File: config.mk
export PLATFORM = sky130hd
export DESIGN_NAME = fetch_unit
export DESIGN_NICKNAME = d
export VERILOG_FILES = /design/src/fetch_config_pkg.sv /design/src/fetch_types_pkg.sv /design/src/halfword_ring.sv /design/src/prefetch_buffer.sv /design/src/fetch_sequencer.sv /design/src/fetch_unit.sv
export SDC_FILE = /design/constraint.sdc
export NUM_CORES = 1
export LEC_CHECK = 0
export BUFFER_PORTS_ARGS = -buffer_cell sky130_fd_sc_hd__buf_4
export CAP_MARGIN = 15
export CORE_ASPECT_RATIO = 0.75
export CORE_MARGIN = 3
export CORE_UTILIZATION = 55
export DETAILED_ROUTE_END_ITERATION = 16
export GPL_ROUTABILITY_DRIVEN = 0
export GPL_TIMING_DRIVEN = 0
export PLACE_DENSITY = 0.82
export SLEW_MARGIN = 20
export SYNTH_ARGS = -nofsm -noshare
export SYNTH_HDL_FRONTEND = slang
export SYNTH_SLANG_ARGS = --single-unit
File: constraint.sdc
create_clock -name clk -period 10.15 [get_ports clk]
set_input_delay 1.5225 -clock clk [delete_from_list [all_inputs] [get_ports clk]]
set_output_delay 1.5225 -clock clk [all_outputs]
set_load 0.01 [all_outputs]
File: src/fetch_config_pkg.sv
package fetch_config_pkg;

  // ******************************
  // fetch front end sizing
  // ******************************

  // log2 of the ring size in halfwords.
  localparam int default_prefetch_depth = 3;

  // ******************************
  // architectural constants
  // ******************************

  // pc after reset.
  localparam logic [31:0] reset_vector = 32'h0000_0000;

  // addi x0, x0, 0.
  localparam logic [31:0] nop_instr = 32'h0000_0013;

endpackage

File: src/fetch_types_pkg.sv
package fetch_types_pkg;

  // ******************************
  // instruction memory port
  // ******************************

  // addr is always word aligned.
  typedef struct packed {
    logic        valid;
    logic [31:0] addr;
  } imem_req_t;

  typedef struct packed {
    logic        ready;
    logic [31:0] rdata;
  } imem_rsp_t;

  // ******************************
  // control and delivery
  // ******************************

  // single cycle pulses, jump wins over fence.
  typedef struct packed {
    logic        jump;
    logic        fence;
    logic [31:0] target;
  } redirect_t;

  // compressed instructions are zero extended in instr.
  typedef struct packed {
    logic        valid;
    logic        compressed;
    logic [31:0] pc;
    logic [31:0] instr;
  } fetched_instr_t;

  typedef struct packed {
    logic [31:0] pc;
    logic        jump;
    logic        fence;
    logic        advance;
  } pc_ctrl_t;

endpackage

File: src/halfword_ring.sv
`timescale 1ns/10ps

module halfword_ring
  import fetch_config_pkg::*;
#(
  parameter int prefetch_depth = default_prefetch_depth
) (
  input  logic                      clk,
  input  logic                      rst,
  input  logic                      wr_en,
  input  logic [prefetch_depth-1:0] wr_idx,
  input  logic [31:0]               wr_data,
  input  logic [prefetch_depth-1:0] rd_idx,
  output logic [15:0]               rd_lo,
  output logic [15:0]               rd_hi
);

  logic [15:0] mem [2**prefetch_depth];

  // indices wrap by plain overflow.
  logic [prefetch_depth-1:0] wr_idx_next;
  logic [prefetch_depth-1:0] rd_idx_next;

  assign wr_idx_next = wr_idx + 1'b1;
  assign rd_idx_next = rd_idx + 1'b1;

  // one memory word lands as two halfwords.
  always_ff @(posedge clk) begin
    if (rst && wr_en) begin
      mem[wr_idx]      <= wr_data[15:0];
      mem[wr_idx_next] <= wr_data[31:16];
    end
  end

  assign rd_lo = mem[rd_idx];
  assign rd_hi = mem[rd_idx_next];

endmodule

File: src/prefetch_buffer.sv
`timescale 1ns/10ps

module prefetch_buffer
  import fetch_config_pkg::*;
  import fetch_types_pkg::*;
#(
  parameter int prefetch_depth = default_prefetch_depth
) (
  input  logic        clk,
  input  logic        rst,
  input  pc_ctrl_t    pc_ctrl,
  input  imem_rsp_t   imem_rsp,
  output imem_req_t   imem_req,
  output logic [15:0] halfword_lo,
  output logic [15:0] halfword_hi,
  output logic        avail_lo,
  output logic        avail_hi
);

  localparam int ring_size = 2 ** prefetch_depth;

  logic [31:2]               fetch_ptr;
  logic [prefetch_depth-1:0] wr_idx;
  logic [prefetch_depth-1:0] rd_idx;
  logic [prefetch_depth:0]   count;
  logic [prefetch_depth:0]   count_next;
  logic                      skip;

  logic        redirect;
  logic        has_room;
  logic        accept;
  logic        wide;
  logic [1:0]  fill_hw;
  logic [1:0]  used_hw;
  logic [15:0] ring_lo;
  logic [15:0] ring_hi;

  // ******************************
  // memory request side
  // ******************************

  assign redirect = pc_ctrl.jump | pc_ctrl.fence;
  assign has_room = count <= (prefetch_depth + 1)'(ring_size - 2);

  // no request in a redirect cycle, the ring is about to be cleared.
  assign imem_req.valid = rst & has_room & ~redirect;
  assign imem_req.addr  = {fetch_ptr, 2'b00};

  assign accept = imem_req.valid & imem_rsp.ready;

  // ******************************
  // occupancy bookkeeping
  // ******************************

  assign wide = &halfword_lo[1:0];

  // after a redirect to an odd halfword the low half of the first word is dropped.
  assign fill_hw = accept ? (skip ? 2'd1 : 2'd2) : 2'd0;
  assign used_hw = pc_ctrl.advance ? (wide ? 2'd2 : 2'd1) : 2'd0;

  assign count_next = count + (prefetch_depth + 1)'(fill_hw)
                    - (prefetch_depth + 1)'(used_hw);

  always_ff @(posedge clk) begin
    if (!rst) begin
      fetch_ptr <= reset_vector[31:2];
      wr_idx    <= '0;
      rd_idx    <= prefetch_depth'(reset_vector[1]);
      count     <= '0;
      skip      <= reset_vector[1];
    end else if (redirect) begin
      // pc_ctrl.pc already carries the jump target here.
      fetch_ptr <= pc_ctrl.pc[31:2];
      wr_idx    <= '0;
      rd_idx    <= prefetch_depth'(pc_ctrl.pc[1]);
      count     <= '0;
      skip      <= pc_ctrl.pc[1];
    end else begin
      if (accept) begin
        fetch_ptr <= fetch_ptr + 1'b1;
        wr_idx    <= wr_idx + prefetch_depth'(2);
        skip      <= 1'b0;
      end
      rd_idx <= rd_idx + prefetch_depth'(used_hw);
      count  <= count_next;
    end
  end

  halfword_ring #(
    .prefetch_depth(prefetch_depth)
  ) halfword_ring_inst (
    .clk    (clk),
    .rst    (rst),
    .wr_en  (accept),
    .wr_idx (wr_idx),
    .wr_data(imem_rsp.rdata),
    .rd_idx (rd_idx),
    .rd_lo  (ring_lo),
    .rd_hi  (ring_hi)
  );

  // ******************************
  // halfword outputs with bypass
  // ******************************

  always_comb begin
    halfword_lo = ring_lo;
    halfword_hi = ring_hi;
    avail_lo    = 1'b0;
    avail_hi    = 1'b0;
    if (count == '0) begin
      // empty ring, take the arriving word directly.
      if (accept) begin
        avail_lo = 1'b1;
        if (pc_ctrl.pc[1]) begin
          halfword_lo = imem_rsp.rdata[31:16];
        end else begin
          halfword_lo = imem_rsp.rdata[15:0];
          halfword_hi = imem_rsp.rdata[31:16];
          avail_hi    = 1'b1;
        end
      end
    end else if (count == (prefetch_depth + 1)'(1)) begin
      // straddling case, upper half comes from the new word.
      avail_lo = 1'b1;
      if (accept) begin
        halfword_hi = imem_rsp.rdata[15:0];
        avail_hi    = 1'b1;
      end
    end else begin
      avail_lo = 1'b1;
      avail_hi = 1'b1;
    end
  end

endmodule

File: src/fetch_sequencer.sv
`timescale 1ns/10ps

module fetch_sequencer
  import fetch_config_pkg::*;
  import fetch_types_pkg::*;
(
  input  logic           clk,
  input  logic           rst,
  input  redirect_t      redirect,
  input  logic [15:0]    halfword_lo,
  input  logic [15:0]    halfword_hi,
  input  logic           avail_lo,
  input  logic           avail_hi,
  output pc_ctrl_t       pc_ctrl,
  output fetched_instr_t fetched
);

  logic [31:0] pc;
  logic        do_jump;
  logic        do_fence;
  logic        is_compressed;
  logic        instr_ready;
  logic        deliver;

  // ******************************
  // length decode and delivery
  // ******************************

  assign do_jump  = redirect.jump;
  assign do_fence = redirect.fence & ~redirect.jump;

  assign is_compressed = halfword_lo[1:0] != 2'b11;
  assign instr_ready   = avail_lo & (is_compressed | avail_hi);

  // nothing is delivered while redirecting.
  assign deliver = instr_ready & ~do_jump & ~do_fence;

  assign fetched.valid      = deliver;
  assign fetched.compressed = deliver & is_compressed;
  assign fetched.pc         = pc;

  always_comb begin
    fetched.instr = nop_instr;
    if (deliver) begin
      if (is_compressed) begin
        fetched.instr = {16'h0000, halfword_lo};
      end else begin
        fetched.instr = {halfword_hi, halfword_lo};
      end
    end
  end

  // the buffer realigns to the target, so it sees it a cycle early.
  assign pc_ctrl.pc      = do_jump ? redirect.target : pc;
  assign pc_ctrl.jump    = do_jump;
  assign pc_ctrl.fence   = do_fence;
  assign pc_ctrl.advance = deliver;

  // ******************************
  // program counter
  // ******************************

  always_ff @(posedge clk) begin
    if (!rst) begin
      pc <= reset_vector;
    end else if (do_jump) begin
      pc <= redirect.target;
    end else if (deliver) begin
      pc <= pc + (is_compressed ? 32'd2 : 32'd4);
    end
  end

endmodule

File: src/fetch_unit.sv
`timescale 1ns/10ps

module fetch_unit
  import fetch_config_pkg::*;
  import fetch_types_pkg::*;
#(
  parameter int prefetch_depth = default_prefetch_depth
) (
  input  logic           clk,
  input  logic           rst,
  input  imem_rsp_t      imem_rsp,
  input  redirect_t      redirect,
  output imem_req_t      imem_req,
  output fetched_instr_t fetched
);

  pc_ctrl_t    pc_ctrl;
  logic [15:0] halfword_lo;
  logic [15:0] halfword_hi;
  logic        avail_lo;
  logic        avail_hi;

  // ******************************
  // pc and delivery
  // ******************************

  fetch_sequencer fetch_sequencer_inst (
    .clk        (clk),
    .rst        (rst),
    .redirect   (redirect),
    .halfword_lo(halfword_lo),
    .halfword_hi(halfword_hi),
    .avail_lo   (avail_lo),
    .avail_hi   (avail_hi),
    .pc_ctrl    (pc_ctrl),
    .fetched    (fetched)
  );

  // ******************************
  // prefetch ring and memory port
  // ******************************

  prefetch_buffer #(
    .prefetch_depth(prefetch_depth)
  ) prefetch_buffer_inst (
    .clk        (clk),
    .rst        (rst),
    .pc_ctrl    (pc_ctrl),
    .imem_rsp   (imem_rsp),
    .imem_req   (imem_req),
    .halfword_lo(halfword_lo),
    .halfword_hi(halfword_hi),
    .avail_lo   (avail_lo),
    .avail_hi   (avail_hi)
  );

endmodule

==> flow_metrics.env <==
export IMPL_grt_overflow=0
export IMPL_crit_arrival_ns=4.81
export IMPL_setup_viol=0
export IMPL_skew_ns=0.0156
export IMPL_yosys_warnings=0
export IMPL_syn_avg_cell_area_um2=11.1
export IMPL_hold_path_class="flip-flop to flip-flop"
export IMPL_cts_resized=0
export IMPL_grt_usage=0.348
export IMPL_required_ns=8.63
export IMPL_wl_per_cell_um=26.3
export IMPL_synth_top_flop_cell="edfxtp_1"
export IMPL_grt_pass1_vias=10100
export IMPL_final_cell_mix="buf_4, edfxtp_1, nand2_1"
export IMPL_syn_inst=1021
export IMPL_pin_count=168
export IMPL_tightestPinTransition_ns=1.15
export IMPL_ys_seq_area_frac=0.465
export IMPL_tns_ns=0
export IMPL_final_common_cell="buf_4"
export IMPL_postCtsSetupBuffers=0
export IMPL_cts_made_buffers=17
export IMPL_die_area_um2=22400
export IMPL_worstPathMaxFanout=10
export IMPL_antenna_found_initial=0
export IMPL_areaGrowthSynthToFinish_pct=19.9
export IMPL_finalPower_w=0.00192
export IMPL_worst_hold_slack_ns=0.480
export IMPL_status="completed"
export IMPL_drt_wl_total_um=38700
export IMPL_fin_nets=1296
export IMPL_critPathKind="input port to primary output"
export IMPL_die_w_um=172
export IMPL_fin_crit_sh=0.623
export IMPL_hold_viol_final=0
export IMPL_max_slew_margin=0.228
export IMPL_drv_slew=0
export IMPL_rows=44
export IMPL_io_buffer_count=163
export IMPL_synth_area_top_cells="edfxtp_1, dfxtp_1, mux4_2"
export IMPL_period_minus_slack_ns=6.33
export IMPL_drc=0
export IMPL_cts_tree="done"
export IMPL_core_area_um2=19800
export IMPL_rsz0062_at_grt="false"
export IMPL_yosysTopAreaCell="edfxtp_1"
export IMPL_ant_nets=0
export IMPL_fillers=1416
export IMPL_grt_pass1_wl_um=58600
export IMPL_drt_iter0_markers=2322
export IMPL_cts_reportedPaths_clkPinSlew_ns=0.09
export IMPL_initial_core_util=0.573
export IMPL_num_vias=10600
export IMPL_insertion_delay_ns=0.46
export IMPL_hpwl_um=27700
export IMPL_hold_buffers=0
export IMPL_async_reset_ff_frac=0
export IMPL_synth_top_area_frac=0.338
export IMPL_h_tree_depth=4
export IMPL_ys_ff_latch=200
export IMPL_cts_root_buf="clkbuf_16"
export IMPL_maxCapViolCount=0
export IMPL_crit_path_end_kind="primary output"
export IMPL_diodes=0
export IMPL_synth_edf_count=128
export IMPL_timing_fmax_mhz=158
export IMPL_start_kind="input port"
export IMPL_clockBufferDepth=2
export IMPL_grt_max_degree=30
export IMPL_fp_dieH_um=130
export IMPL_layout_drive_gt1_share=0.255
export IMPL_power_leakage_nw=4.95
export IMPL_clock_sinks=200
export IMPL_netlist_area_um2=11400
export IMPL_ys_types=71
export IMPL_firstDrtPassIters=11
export IMPL_vias_per_cell=7.17
export IMPL_power_density_nw_per_um2=141
export IMPL_irDropWorstVdd_v=0.0000919
-- sequential cells by signal (all words and copies together) (netlist names) --
name / flops
fetch_sequencer_inst.pc: 32
prefetch_buffer_inst.fetch_ptr: 30
prefetch_buffer_inst.wr_idx: 2
prefetch_buffer_inst.skip: 1
prefetch_buffer_inst.rd_idx: 3
prefetch_buffer_inst.halfword_ring_inst.mem: 128
prefetch_buffer_inst.count: 4
-- final timing paths --
check,startpoint,end,slack [ns],cells past startpoint
max,redirect[33],fetched[14],3.82,11
min,prefetch_buffer_inst.fetch_ptr[26],prefetch_buffer_inst.fetch_ptr[26],0.48,2
max reg2reg,prefetch_buffer_inst.rd_idx[1],prefetch_buffer_inst.count[3],5.59,15
min reg2reg,prefetch_buffer_inst.fetch_ptr[26],prefetch_buffer_inst.fetch_ptr[26],0.48,2
-- final cells by class --
cell class / count / area (um2) / area share
flip-flops and latches: 200 / 5290 / 0.388
inverters: 29 / 109 / 0.00799
repair buffers: 167 / 1320 / 0.0967
clock inverters: 15 / 193 / 0.0141
plain buffers: 80 / 340 / 0.0250
clock buffers: 17 / 425 / 0.0312
multi-input cells: 713 / 5640 / 0.414
well taps: 253 / 317 / 0.0232
-- power by group --
part           leakage, nW  internal, W  total [W]  switching [W]
Clock                0.302     0.000359   0.000720       0.000361
Sequential            1.75     0.000882   0.000909      0.0000263
Combinational         2.90     0.000120   0.000290       0.000170
-- cell usage after synthesis, drive strengths merged (25+ instances only) --
| cell | n |
|---|---|
| edfxtp | 128 |
| a211oi | 25 |
| nand3 | 25 |
| nor2 | 57 |
| o21ai | 59 |
| dfxtp | 72 |
| nand2 | 96 |
| clkbuf | 57 |
| mux4 | 64 |
| a21oi | 68 |
| mux2i | 38 |
| o211ai | 36 |
| inv | 28 |
-- worst max-delay path, stage by stage --
cell,delay (ns)
buf_4,0.10
mux2i_1,0.29
buf_1,0.76
nor2_1,0.18
o221ai_2,0.29
o21ai_2,0.17
buf_6,0.22
clkbuf_1,0.29
clkbuf_1,0.40
a211oi_1,0.38
buf_4,0.19
-- layer usage --
layer | wire (um) | global-route usage | vias up | part of all wire
met1 | 14100 | 0.488 | 5037 | 0.36
met5 | 0 | 0 | - | 0
met4 | 1270 | 0.107 | 0 | 0.033
met3 | 6930 | 0.143 | 160 | 0.18
li1 | - | - | 4358 | -
met2 | 16400 | 0.500 | 1015 | 0.42
-- kinds of logic (layout without fill, tap and decap cells) --
group	after synthesis	in the layout	synth area share
fa+ha+maj	19	19	0.0236
xor+xnor	19	19	0.0146
simple gates	280	280	0.121
compound gates	274	274	0.159
flops	200	200	0.465
other cells	1	2	0.000330
mux	119	119	0.177
buf+inv	109	308	0.0393
-- stage by stage --
step	cell area, um2	util	setup slack [ns]	cells
after floorplan	11400	-	5.03	1022
after global placement	12900	0.651	4.06	1438
after detailed placement	13000	0.657	4.04	1442
after CTS	13600	0.688	4.02	1474
after global routing	13600	0.688	3.79	1474
final	13600	0.688	3.82	1474
Power figures use the tool's default switching activity.
